## src/common/conn_pkg.sv

```systemverilog
// shared types and constants of the connection searcher, imported by every block and the testbench
`default_nettype none

package conn_pkg;

	localparam logic [1:0] PKT_TAIL = 2'b10; // hd_tag of the last beat

	localparam logic [5:0] FLAG_FIN = 6'h01;
	localparam logic [5:0] FLAG_SYN = 6'h02;
	localparam logic [5:0] FLAG_RST = 6'h04;
	localparam logic [5:0] FLAG_ACK = 6'h10;

	typedef struct packed {
		logic [31:0] src_ip;
		logic [31:0] dst_ip;
		logic [15:0] src_port;
		logic [15:0] dst_port;
	} flow_key_t; // 96 bits

	typedef logic [5:0] tcp_flags_t;

	typedef struct packed {
		flow_key_t  key;
		tcp_flags_t flags;
	} key_rec_t; // key fifo payload

	typedef struct packed {
		logic [1:0]  hd_tag; // header/body/tail marker
		logic [3:0]  spare;
		flow_key_t   flow_key;
		tcp_flags_t  tcp_flags;
		logic [25:0] rest; // untouched here
	} meta_t; // 134-bit beat

	typedef logic [8:0]  conn_idx_t; // 0 is the null index
	typedef logic [15:0] sim_key_t;

	typedef struct packed {
		logic      valid;
		sim_key_t  sim_key;
		logic [6:0] spare;
		conn_idx_t idx;
	} hash_entry_t; // 33 bits

	typedef enum logic [1:0] {
		CLOSED      = 2'd0,
		REQUESTED   = 2'd1,
		ESTABLISHED = 2'd2
	} tcp_state_e;

	typedef struct packed {
		flow_key_t  flow_key;
		logic       dir; // side that opened the entry, 0 is client
		tcp_state_e cli_state;
		tcp_state_e ser_state;
		conn_idx_t  next_idx; // collision chain link
	} conn_entry_t; // 110 bits

	typedef struct packed {
		logic        aging; // entry timed out
		conn_entry_t entry;
	} conn_read_t;

	typedef struct packed {
		logic forward; // kept, never set
		logic pkt_in;
		logic reserved;
		logic conn_start;
		logic conn_end;
		logic state_change;
		logic time_out; // kept, never set
		logic conn_setup;
		logic new_flow;
		logic every_pkt;
	} event_map_t;

	typedef struct packed {
		logic [2:0] zero;
		logic       dir;
		tcp_state_e cli_state;
		tcp_state_e ser_state;
	} conn_state_t;

	typedef struct packed {
		logic [15:0] flow_id; // index in the low 9 bits
		conn_state_t state;
		logic [7:0]  events; // low half of event map
	} pkt_in_info_t;

endpackage

`default_nettype wire

```

## src/conn_search/conn_search_fsm.sv

```systemverilog
// searches the connection table for each queued index, walks the chain and reports the result
`timescale 1ns/1ps
`default_nettype none

module conn_search_fsm import conn_pkg::*; (
	input  wire              clk,
	input  wire              reset,
	input  wire              idx_empty,
	input  wire conn_idx_t   idx,
	input  wire key_rec_t    key_rec,
	output logic             fifo_rd,
	output logic             timer_start,
	input  wire              timer_done,
	input  wire conn_read_t  conn_rdata,
	output logic             conn_rd,
	output logic             conn_wr,
	output logic             aging_wr,
	output conn_idx_t        conn_idx,
	output logic             upd_load,
	output logic             upd_dir,
	output tcp_flags_t       upd_flags,
	input  wire conn_entry_t new_entry,
	input  wire              changed,
	input  wire event_map_t  trans_events,
	output logic             event_valid,
	output event_map_t       events,
	output pkt_in_info_t     pkt_in_info
);

	typedef enum logic [2:0] {
		st_idle, st_pop, st_wait, st_compare, st_update, st_report
	} search_state_e;

	search_state_e state;
	key_rec_t      key_q; // packet under search
	conn_read_t    rd_q; // latched table word
	flow_key_t     rev_key;
	logic          fwd_hit;
	logic          rev_hit;
	conn_state_t   upd_state;
	event_map_t    live_ev;

	function automatic event_map_t miss_events();
		event_map_t ev;
		ev = '0;
		ev.new_flow = 1'b1;
		ev.pkt_in = 1'b1; // only new flows go to the cpu
		return ev;
	endfunction

	function automatic pkt_in_info_t make_info(conn_idx_t id, conn_state_t st, event_map_t ev);
		pkt_in_info_t info;
		info.flow_id = {7'd0, id};
		info.state = st;
		info.events = ev[7:0];
		return info;
	endfunction

	assign fifo_rd = (state == st_pop); // key and index leave together
	assign upd_flags = key_q.flags;
	assign rev_key = '{key_q.key.dst_ip, key_q.key.src_ip, key_q.key.dst_port, key_q.key.src_port};
	assign fwd_hit = (key_q.key == rd_q.entry.flow_key);
	assign rev_hit = (rev_key == rd_q.entry.flow_key);
	assign upd_state = '{3'd0, new_entry.dir, new_entry.cli_state, new_entry.ser_state};

	always_comb begin
		live_ev = trans_events;
		live_ev.every_pkt = 1'b1;
	end

	always_ff @(posedge clk or negedge reset) begin
		if (!reset) begin
			state <= st_idle;
			conn_rd <= 1'b0;
			timer_start <= 1'b0;
			conn_wr <= 1'b0;
			aging_wr <= 1'b0;
			conn_idx <= '0;
			upd_load <= 1'b0;
			upd_dir <= 1'b0;
			event_valid <= 1'b0;
			events <= '0;
			pkt_in_info <= '0;
		end else begin
			conn_rd <= 1'b0; // strobes fall after one cycle
			timer_start <= 1'b0;
			conn_wr <= 1'b0;
			aging_wr <= 1'b0;
			upd_load <= 1'b0;
			event_valid <= 1'b0;
			case (state)
				st_idle: if (!idx_empty) state <= st_pop;
				st_pop: begin
					conn_idx <= idx;
					if (idx == '0) begin // hash miss, no table access
						events <= miss_events();
						pkt_in_info <= make_info('0, '0, miss_events());
						state <= st_report;
					end else begin
						conn_rd <= 1'b1;
						timer_start <= 1'b1;
						state <= st_wait;
					end
				end
				st_wait: if (timer_done) state <= st_compare;
				st_compare: begin
					if (fwd_hit || rev_hit) begin
						if (rd_q.aging) begin // stale entry, treat as new
							events <= miss_events();
							pkt_in_info <= make_info(conn_idx, '0, miss_events());
							state <= st_report;
						end else begin
							aging_wr <= 1'b1; // refresh last-seen
							upd_load <= 1'b1;
							upd_dir <= rd_q.entry.dir ^ !fwd_hit; // reverse flips side
							state <= st_update;
						end
					end else if (rd_q.entry.next_idx != '0) begin
						conn_idx <= rd_q.entry.next_idx; // follow the chain
						conn_rd <= 1'b1;
						timer_start <= 1'b1;
						state <= st_wait;
					end else begin
						events <= miss_events();
						pkt_in_info <= make_info('0, '0, miss_events());
						state <= st_report;
					end
				end
				st_update: begin
					if (!upd_load) begin // updater output lands one cycle after load
						conn_wr <= changed; // updater entry is the write data
						events <= live_ev;
						pkt_in_info <= make_info(conn_idx, upd_state, live_ev);
						state <= st_report;
					end
				end
				st_report: begin
					event_valid <= 1'b1;
					state <= st_idle;
				end
				default: state <= st_idle;
			endcase
		end
	end

	always_ff @(posedge clk) begin
		if (state == st_pop) key_q <= key_rec;
		if ((state == st_wait) && timer_done) rd_q <= conn_rdata;
	end

	// one table read in flight, next read only after the timer saw the data
	a_single_read: assert property (@(posedge clk) disable iff (!reset)
		conn_rd |=> (!conn_rd throughout timer_done [->1]));

endmodule

`default_nettype wire

```

## src/conn_search/table_wait_timer.sv

```systemverilog
// counts down the connection-table read latency and flags the cycle that carries read data
`timescale 1ns/1ps
`default_nettype none

module table_wait_timer #(
	parameter int latency = 3
) (
	input  wire  clk,
	input  wire  reset,
	input  wire  start,
	output logic done
);

	localparam int cw = (latency > 1) ? $clog2(latency) : 1;

	logic [cw-1:0] cnt; // cycles left after this one
	logic          busy;

	assign done = busy && (cnt == '0);

	always_ff @(posedge clk or negedge reset) begin
		if (!reset) begin
			busy <= 1'b0;
			cnt <= '0;
		end else if (start) begin
			busy <= 1'b1;
			cnt <= cw'(latency - 1); // start cycle already counts
		end else if (done) begin
			busy <= 1'b0;
		end else if (busy) begin
			cnt <= cnt - 1'b1;
		end
	end

	a_start_idle: assert property (@(posedge clk) disable iff (!reset) start |-> !busy);

endmodule

`default_nettype wire

```

## src/conn_search/tcp_state_update.sv

```systemverilog
// applies the client and server TCP transitions to a matched entry and registers the result
`timescale 1ns/1ps
`default_nettype none

module tcp_state_update import conn_pkg::*; (
	input  wire              clk,
	input  wire              reset,
	input  wire              load,
	input  wire conn_entry_t entry,
	input  wire              dir, // packet side, 0 is client
	input  wire tcp_flags_t  flags,
	output conn_entry_t      new_entry,
	output logic             changed,
	output event_map_t       trans_events
);

	conn_entry_t nxt;
	logic        chg;
	event_map_t  ev;

	always_comb begin
		nxt = entry;
		chg = 1'b0;
		ev = '0;
		if (!dir) begin
			case (entry.cli_state)
				REQUESTED: begin
					if (flags == FLAG_ACK) begin // handshake done
						nxt.cli_state = ESTABLISHED;
						nxt.ser_state = ESTABLISHED;
						chg = 1'b1;
						ev.conn_setup = 1'b1;
					end else if (|(flags & FLAG_RST)) begin
						nxt.cli_state = CLOSED;
						nxt.ser_state = CLOSED;
						chg = 1'b1;
						ev.conn_end = 1'b1;
					end
				end
				ESTABLISHED: begin
					if (|(flags & (FLAG_FIN | FLAG_RST))) begin
						nxt.cli_state = CLOSED;
						if (|(flags & FLAG_RST)) nxt.ser_state = CLOSED; // reset kills both sides
						chg = 1'b1;
						ev.conn_end = 1'b1;
					end
				end
				default: ; // closed client waits for the control plane
			endcase
		end else begin
			case (entry.ser_state)
				CLOSED: begin
					if (flags == (FLAG_SYN | FLAG_ACK)) begin
						nxt.ser_state = REQUESTED;
						chg = 1'b1;
						ev.conn_start = 1'b1;
					end
				end
				ESTABLISHED: begin
					if (|(flags & FLAG_FIN)) begin // half close, server side only
						nxt.ser_state = CLOSED;
						chg = 1'b1;
						ev.conn_end = 1'b1;
					end
				end
				default: ; // requested moves on the client ack
			endcase
		end
		ev.state_change = chg;
	end

	always_ff @(posedge clk or negedge reset) begin
		if (!reset) begin
			changed <= 1'b0;
			trans_events <= '0;
		end else if (load) begin
			changed <= chg;
			trans_events <= ev;
		end
	end

	always_ff @(posedge clk) begin
		if (load) new_entry <= nxt; // held as write data
	end

endmodule

`default_nettype wire

```

## src/hdl/connection_searcher.sv

```systemverilog
// top level of the connection searcher, connects hasher, matcher, queues and table search
`timescale 1ns/1ps
`default_nettype none

module connection_searcher import conn_pkg::*; #(
	parameter int HASH_RD_LATENCY = 2,
	parameter int CONN_RD_LATENCY = 3,
	parameter int FIFO_DEPTH = 32
) (
	input  wire              clk,
	input  wire              reset,
	input  wire              meta_valid,
	input  wire meta_t       meta,
	output logic             hash_valid,
	output conn_idx_t        hash_1,
	output conn_idx_t        hash_2,
	input  wire hash_entry_t hash_entry_1,
	input  wire hash_entry_t hash_entry_2,
	output logic             conn_rd,
	output logic             conn_wr,
	output logic             aging_wr,
	output conn_idx_t        conn_idx,
	output conn_entry_t      conn_wdata,
	input  wire conn_read_t  conn_rdata,
	output logic             event_valid,
	output event_map_t       events,
	output pkt_in_info_t     pkt_in_info
);

	sim_key_t   sim_key;
	key_rec_t   key_rec; // hasher side
	key_rec_t   key_head; // fifo head
	logic       idx_wr;
	conn_idx_t  idx_in;
	conn_idx_t  idx_head;
	logic       idx_empty;
	logic       fifo_rd;
	logic       timer_start;
	logic       timer_done;
	logic       upd_load;
	logic       upd_dir;
	tcp_flags_t upd_flags;
	logic       changed;
	event_map_t trans_events;

	flow_key_hasher flow_key_hasher_i (
		.clk, .reset, .meta_valid, .meta, .hash_valid, .hash_1, .hash_2, .sim_key, .key_rec
	);

	hash_matcher #(.hash_rd_latency(HASH_RD_LATENCY)) hash_matcher_i (
		.clk, .reset, .hash_valid, .sim_key, .hash_entry_1, .hash_entry_2,
		.idx_wr, .idx(idx_in)
	);

	sync_fifo #(.payload_t(key_rec_t), .depth(FIFO_DEPTH)) key_fifo (
		.clk, .reset, .wr(hash_valid), .wdata(key_rec), .rd(fifo_rd), .rdata(key_head), .empty()
	);

	sync_fifo #(.payload_t(conn_idx_t), .depth(FIFO_DEPTH)) idx_fifo (
		.clk, .reset, .wr(idx_wr), .wdata(idx_in), .rd(fifo_rd), .rdata(idx_head),
		.empty(idx_empty)
	);

	conn_search_fsm conn_search_fsm_i (
		.clk, .reset, .idx_empty, .idx(idx_head), .key_rec(key_head), .fifo_rd,
		.timer_start, .timer_done, .conn_rdata, .conn_rd, .conn_wr, .aging_wr, .conn_idx,
		.upd_load, .upd_dir, .upd_flags, .new_entry(conn_wdata), .changed, .trans_events,
		.event_valid, .events, .pkt_in_info
	);

	table_wait_timer #(.latency(CONN_RD_LATENCY)) table_wait_timer_i (
		.clk, .reset, .start(timer_start), .done(timer_done)
	);

	tcp_state_update tcp_state_update_i (
		.clk, .reset, .load(upd_load), .entry(conn_rdata.entry), .dir(upd_dir),
		.flags(upd_flags), .new_entry(conn_wdata), .changed, .trans_events
	);

endmodule

`default_nettype wire

```

## src/hdl/flow_key_hasher.sv

```systemverilog
// catches the header beat of each packet and registers the bucket hashes, short key and key record
`timescale 1ns/1ps
`default_nettype none

module flow_key_hasher import conn_pkg::*; (
	input  wire        clk,
	input  wire        reset,
	input  wire        meta_valid,
	input  wire meta_t meta,
	output logic       hash_valid,
	output conn_idx_t  hash_1,
	output conn_idx_t  hash_2,
	output sim_key_t   sim_key,
	output key_rec_t   key_rec
);

	typedef enum logic {st_idle, st_skip} hasher_state_e;

	hasher_state_e state;
	logic          is_header;
	logic          is_tail;
	logic [15:0]   fold_src; // src ip low half ^ src port
	logic [15:0]   fold_dst;

	assign is_header = meta_valid && (state == st_idle); // first beat after a tail
	assign is_tail = (meta.hd_tag == PKT_TAIL);
	assign fold_src = meta.flow_key.src_ip[15:0] ^ meta.flow_key.src_port;
	assign fold_dst = meta.flow_key.dst_ip[15:0] ^ meta.flow_key.dst_port;

	always_ff @(posedge clk or negedge reset) begin
		if (!reset) begin
			state <= st_idle;
			hash_valid <= 1'b0;
		end else begin
			hash_valid <= is_header; // one pulse per packet
			case (state)
				st_idle: if (meta_valid && !is_tail) state <= st_skip; // single-beat pkt stays
				st_skip: if (meta_valid && is_tail) state <= st_idle;
				default: state <= st_idle;
			endcase
		end
	end

	always_ff @(posedge clk) begin
		if (is_header) begin
			hash_1 <= fold_src[8:0];
			hash_2 <= fold_dst[8:0];
			sim_key <= fold_src ^ fold_dst; // all four 16-bit parts
			key_rec <= '{meta.flow_key, meta.tcp_flags};
		end
	end

endmodule

`default_nettype wire

```

## src/hdl/hash_matcher.sv

```systemverilog
// waits out the hash-table read and turns the two returned buckets into a connection index
`timescale 1ns/1ps
`default_nettype none

module hash_matcher import conn_pkg::*; #(
	parameter int hash_rd_latency = 2
) (
	input  wire              clk,
	input  wire              reset,
	input  wire              hash_valid,
	input  wire sim_key_t    sim_key,
	input  wire hash_entry_t hash_entry_1,
	input  wire hash_entry_t hash_entry_2,
	output logic             idx_wr,
	output conn_idx_t        idx
);

	logic [hash_rd_latency-1:0] vld_pipe; // lookup in flight
	sim_key_t                   key_pipe [hash_rd_latency];
	sim_key_t                   key_now;
	logic                       hit_1;
	logic                       hit_2;

	assign key_now = key_pipe[hash_rd_latency-1]; // lines up with bucket data
	assign hit_1 = hash_entry_1.valid && (hash_entry_1.sim_key == key_now);
	assign hit_2 = hash_entry_2.valid && (hash_entry_2.sim_key == key_now);

	always_ff @(posedge clk or negedge reset) begin
		if (!reset) begin
			vld_pipe <= '0;
			idx_wr <= 1'b0;
		end else begin
			vld_pipe[0] <= hash_valid;
			for (int i = 1; i < hash_rd_latency; i++) begin
				vld_pipe[i] <= vld_pipe[i-1];
			end
			idx_wr <= vld_pipe[hash_rd_latency-1]; // hit or miss, always one write
		end
	end

	always_ff @(posedge clk) begin
		key_pipe[0] <= sim_key;
		for (int i = 1; i < hash_rd_latency; i++) begin
			key_pipe[i] <= key_pipe[i-1];
		end
		if (vld_pipe[hash_rd_latency-1]) begin
			if (hit_1) idx <= hash_entry_1.idx; // bucket 1 wins
			else if (hit_2) idx <= hash_entry_2.idx;
			else idx <= '0; // miss
		end
	end

endmodule

`default_nettype wire

```

## src/hdl/sync_fifo.sv

```systemverilog
// show-ahead synchronous FIFO for any packed payload, used for the key and index queues
`timescale 1ns/1ps
`default_nettype none

module sync_fifo #(
	parameter type payload_t = logic [7:0],
	parameter int  depth = 32
) (
	input  wire           clk,
	input  wire           reset,
	input  wire           wr,
	input  wire payload_t wdata,
	input  wire           rd,
	output payload_t      rdata,
	output logic          empty
);

	localparam int aw = (depth > 1) ? $clog2(depth) : 1;

	payload_t      mem [depth];
	logic [aw-1:0] wr_ptr;
	logic [aw-1:0] rd_ptr;
	logic [aw:0]   count; // words stored
	logic          full;

	function automatic logic [aw-1:0] next_ptr(logic [aw-1:0] p);
		return (p == aw'(depth - 1)) ? '0 : p + 1'b1; // wraps for any depth
	endfunction

	assign rdata = mem[rd_ptr]; // head word visible without a read
	assign empty = (count == '0);
	assign full = (count == (aw + 1)'(depth));

	always_ff @(posedge clk or negedge reset) begin
		if (!reset) begin
			wr_ptr <= '0;
			rd_ptr <= '0;
			count <= '0;
		end else begin
			if (wr) wr_ptr <= next_ptr(wr_ptr);
			if (rd) rd_ptr <= next_ptr(rd_ptr);
			case ({wr, rd})
				2'b10: count <= count + 1'b1;
				2'b01: count <= count - 1'b1;
				default: ; // both or neither
			endcase
		end
	end

	always_ff @(posedge clk) begin
		if (wr) mem[wr_ptr] <= wdata;
	end

	// upstream ran too far ahead of the search, or a pop without data
	a_no_overflow: assert property (@(posedge clk) disable iff (!reset)
		!(wr && full) && !(rd && empty));

endmodule

`default_nettype wire
```

## config.mk

```make
export PLATFORM = sky130hd
export DESIGN_NAME = connection_searcher
export DESIGN_NICKNAME = d
export VERILOG_FILES = /design/src/common/conn_pkg.sv /design/src/conn_search/conn_search_fsm.sv /design/src/conn_search/table_wait_timer.sv /design/src/conn_search/tcp_state_update.sv /design/src/hdl/connection_searcher.sv /design/src/hdl/flow_key_hasher.sv /design/src/hdl/hash_matcher.sv /design/src/hdl/sync_fifo.sv
export SDC_FILE = /design/constraint.sdc
export NUM_CORES = 2
export LEC_CHECK = 0
export BUFFER_PORTS_ARGS = -buffer_cell sky130_fd_sc_hd__buf_2
export CAP_MARGIN = 15
export CORE_UTILIZATION = 62
export DETAILED_ROUTE_END_ITERATION = 8
export PLACE_DENSITY = 0.8
export SYNTH_ARGS = -nofsm -noshare
export SYNTH_HDL_FRONTEND = slang
export SYNTH_SLANG_ARGS = --single-unit
```

## constraint.sdc

```tcl
create_clock -name clk -period 11.8 [get_ports clk]
set_input_delay 1.18 -clock clk [delete_from_list [all_inputs] [get_ports clk]]
set_output_delay 1.18 -clock clk [all_outputs]
set_load 0.005 [all_outputs]
```

==> results by group <==
STA
  • Clk_skew: 72.7 ps
  • Setup Viol. Count Final: 0
  • Fmax achieved: 202 MHz
  • Worst Tran Pin Value: 1480 ps
  • Fin crit share: 41.9%
  • Tmin final: 4950 ps
  • Final Hold Vio Count: 0
  • RSZ-0062 raised after global routing: no
  • Final setup TNS: 0 ps
  • Hold Slack: 327 ps
  • Final Max Slew Viols: 0
  • Slew Limit Headroom: 0.213%

Worst setup path
  • Critical-path maximum fanout: 9
  • CP top delay family: simple AND/OR/NAND/NOR gates
  • Slowest-stage cell, CP: nor4_1
  • Crit path cell chain: xnor2_1 -> nand4_1 -> nor4_1 -> nand3_1 -> and2_1 -> o21bai_1 -> a22o_1
  • Critical path required time: 12,720 ps
  • CP peak stage delay: 1140 ps
  • Crit Path Class: flip-flop to flip-flop
  • Crit. End Element: flip-flop
  • WP buf/inv: 0
  • CP arrival: 5870 ps
  • Worst Setup Start Kind: flip-flop

Floorplanning
  • # rows: 183
  • Core area: 0.249 sq mm
  • Die Span Y: 504 um
  • Die Span X: 504 um
  • Total die area: 0.254 sq mm
  • Starting density of the core: 62.6%
  • Top-Level Pins: 498

Drt
  • Vias/cell: 7.35
  • DRC viols: 0
  • WL final: 471 mm
  • Total number of vias: 79,600
  • DRT antenna net count: 0
  • Drt pass-1 iters: 9
  • WL per Instance: 43.5 um
  • 1st-iter DRT viols: 14,100

Clocking
  • TritonCTS clock tree: built
  • Clock root buffer: clkbuf_16
  • Number of H-tree levels: 5
  • Clock transition at path regs: 60 ps
  • Clock net sink count: 4,129
  • Post-CTS resize count: 0
  • Clock Latency Late Sink: 1020 ps
  • Post-CTS Setup Bufs: 0
  • Clock buffer depth: 4
  • Hold buffers post-CTS: 1
  • Num CTS Buffers: 404

Power
  • P_int: 0.0280 W
  • Switching share of power: 27.5%
  • PD cells: 220 mW/mm^2
  • Leak Pwr: 55.8 nW
  • Clk pwr share: 33.5%
  • Sequential cell fraction of total power: 44.9%
  • Logic pwr share: 21.6%
  • VDD IR max: 292 uV
  • Psw: 0.0106 W

Placement
  • GPL Wtd Cong: 0.939
  • Number of port buffers: 438
  • Post-DP HPWL: 224 mm
  • Post-Place Cell Area: 0.163 sq mm

Synthesis
  • Netlist cell types: 57
  • Synth warn: 0
  • Post-synthesis sequential area ratio: 79.0%
  • Post-Synthesis Cells: 6,477
  • Syn Area/Cell: 24.1 sq um
  • Mapped Area: 0.156 sq mm
  • FFs w/ async S/R, synth: 1.96%
  • Number of synthesized flops with an enable pin: 4,016
  • Synth Flop Type: edfxtp_1
  • Synthesized flop and latch total: 4,129

Global routing
  • GRT overflow: 0
  • Global Route Usage Sum: 37.7%
  • First-pass GRT wire length: 642 mm
  • Vias in the first global route: 80,300
  • Largest net degree at the start of global routing: 156
  • Initial antenna violation count: 40

Layout
  • Final nets: 7,503
  • Share of layout cells above drive strength 1: 32.1%
  • Post-route design area: 0.176 sq mm
  • Area grow syn2layout: 12.8%

Worst hold path
  • Hold Path Class: flip-flop to flip-flop

Status
  • Violated checks: max-capacitance violations
  • Outcome: finished, violations left

Run
  • Max Cap Violations: 1
==> cell usage after synthesis, types with 32 or more instances <==
cell type | n | area [sq um]
dfxtp_1 | 32 | 641
dfrtp_1 | 81 | 2030
mux4_2 | 1083 | 24400
o21ai_0 | 38 | 190
nor4_1 | 48 | 300
buf_1 | 85 | 319
xnor2_1 | 106 | 928
xor2_1 | 174 | 1520
nand4_1 | 34 | 213
nand2_1 | 87 | 327
mux2i_1 | 33 | 330
nor2_1 | 74 | 278
edfxtp_1 | 4016 | 121000
nor3_1 | 32 | 160
clkbuf_1 | 186 | 698
mux2_2 | 118 | 1330
==> layout make-up <==
type	count	area (sq um)
sequential	4129	123000
fill	13100	73400
multi-input combinational	2028	31700
clock buffer	502	10800
tap	3330	4170
timing repair buffer	575	3590
clock inverter	226	2220
inverter	28	110
antenna	16	40.0
==> kinds of logic (layout without fill, tap and decap cells) <==
| kind of cell | count (synthesis) | in the layout | synth area share (%) |
|---|---|---|---|
| flip-flops | 4129 | 4129 | 79.0 |
| multiplexers | 1234 | 1234 | 16.7 |
| AND/OR/NAND/NOR | 341 | 341 | 1.08 |
| buffers and inverters | 334 | 1331 | 0.870 |
| XOR/XNOR | 280 | 280 | 1.57 |
| AO/OA/AOI/OAI | 135 | 135 | 0.586 |
| adder cells (fa/ha/maj) | 23 | 23 | 0.189 |
| other | 1 | 31 | 0.00240 |
==> through the flow <==
step                      util (%)  power, W  worst slack, ps  instances
after global placement        65.3    0.0252             7030      10100
after global routing          70.5    0.0394             6750      10800
after detailed placement      65.3    0.0254             7030      10100
after CTS                     70.5    0.0385             6960      10800
final                         70.5    0.0386             6850      10800
after floorplan                  -    0.0231             3060       6491
==> layer usage <==
layer	part of all wire (%)	GRT usage, %	up-vias
li1	-	-	28900
met5	0.028	0	-
met1	30	46.3	40900
met4	8.6	26.8	20
met3	14	10.3	1849
met2	47	58.7	7946
==> state kept, by name, indices dropped and copies added, names as in the netlist, 9 cells and up, named ones only <==
name                           cells
conn_search_fsm_i.conn_idx         9
conn_search_fsm_i.key_q           96
conn_search_fsm_i.pkt_in_info     20
conn_search_fsm_i.rd_q           107
flow_key_hasher_i.hash_1           9
flow_key_hasher_i.hash_2           9
flow_key_hasher_i.key_rec        102
flow_key_hasher_i.sim_key         16
hash_matcher_i.idx                 9
hash_matcher_i.key_pipe           32
idx_fifo.mem                     288
key_fifo.mem                    3264
tcp_state_update_i.new_entry     110
==> final timing paths <==
path | slack [ps] | cells past startpoint | to | start
hold reg to reg | 330 | 0 | hash_matcher_i.key_pipe[0][18] | hash_matcher_i.key_pipe[0][2]
setup / recovery | 6850 | 7 | conn_search_fsm_i.pkt_in_info[20] | conn_search_fsm_i.rd_q[62]
setup reg to reg | 6850 | 7 | conn_search_fsm_i.pkt_in_info[20] | conn_search_fsm_i.rd_q[62]
max in group asynchronous | 9900 | 3 | key_fifo.rd_ptr[4] | reset
hold / removal | 330 | 0 | hash_matcher_i.key_pipe[0][18] | hash_matcher_i.key_pipe[0][2]
min in group asynchronous | 560 | 2 | hash_matcher_i.idx_wr | reset
==> power by group through the flow <==
stage / Combinational, W / Clock, W / Sequential (W)
6_report: 0.00833 / 0.0129 / 0.0173
5_1_grt: 0.00859 / 0.0135 / 0.0174
2_1_floorplan: 0.00599 / 0 / 0.0171
3_3_place_gp: 0.00769 / 0 / 0.0175
4_1_cts: 0.00822 / 0.0130 / 0.0173
3_5_place_dp: 0.00783 / 0 / 0.0176
==> cells in the final DEF (no fill, tap or decap), types with 15 or more instances in the layout <==
| cell type | count |
|---|---|
| edfxtp_1 | 4016 |
| mux4_2 | 1083 |
| buf_2 | 438 |
| clkbuf_16 | 410 |
| xor2_1 | 174 |
| mux2_2 | 118 |
| buf_4 | 107 |
| xnor2_1 | 106 |
| nand2_1 | 87 |
| clkinv_1 | 81 |
| clkbuf_1 | 76 |
| dfrtp_1 | 73 |
| clkinv_2 | 63 |
| nor2_1 | 53 |
| nor4_1 | 46 |
| bufinv_16 | 40 |
| o21ai_0 | 38 |
| nand4_1 | 34 |
| mux2i_1 | 33 |
| dfxtp_1 | 32 |
| inv_1 | 26 |
| buf_12 | 26 |
| clkinvlp_4 | 23 |
| nand3_1 | 22 |
| a22o_1 | 22 |
| ha_1 | 22 |
| a21oi_1 | 21 |
| nor2_4 | 21 |
| nor3_2 | 18 |
| diode_2 | 16 |
| clkbuf_8 | 16 |
| nor3_1 | 15 |
| o22ai_1 | 15 |
| conb_1 | 15 |
No activity file was read; power rests on OpenSTA's default activity.
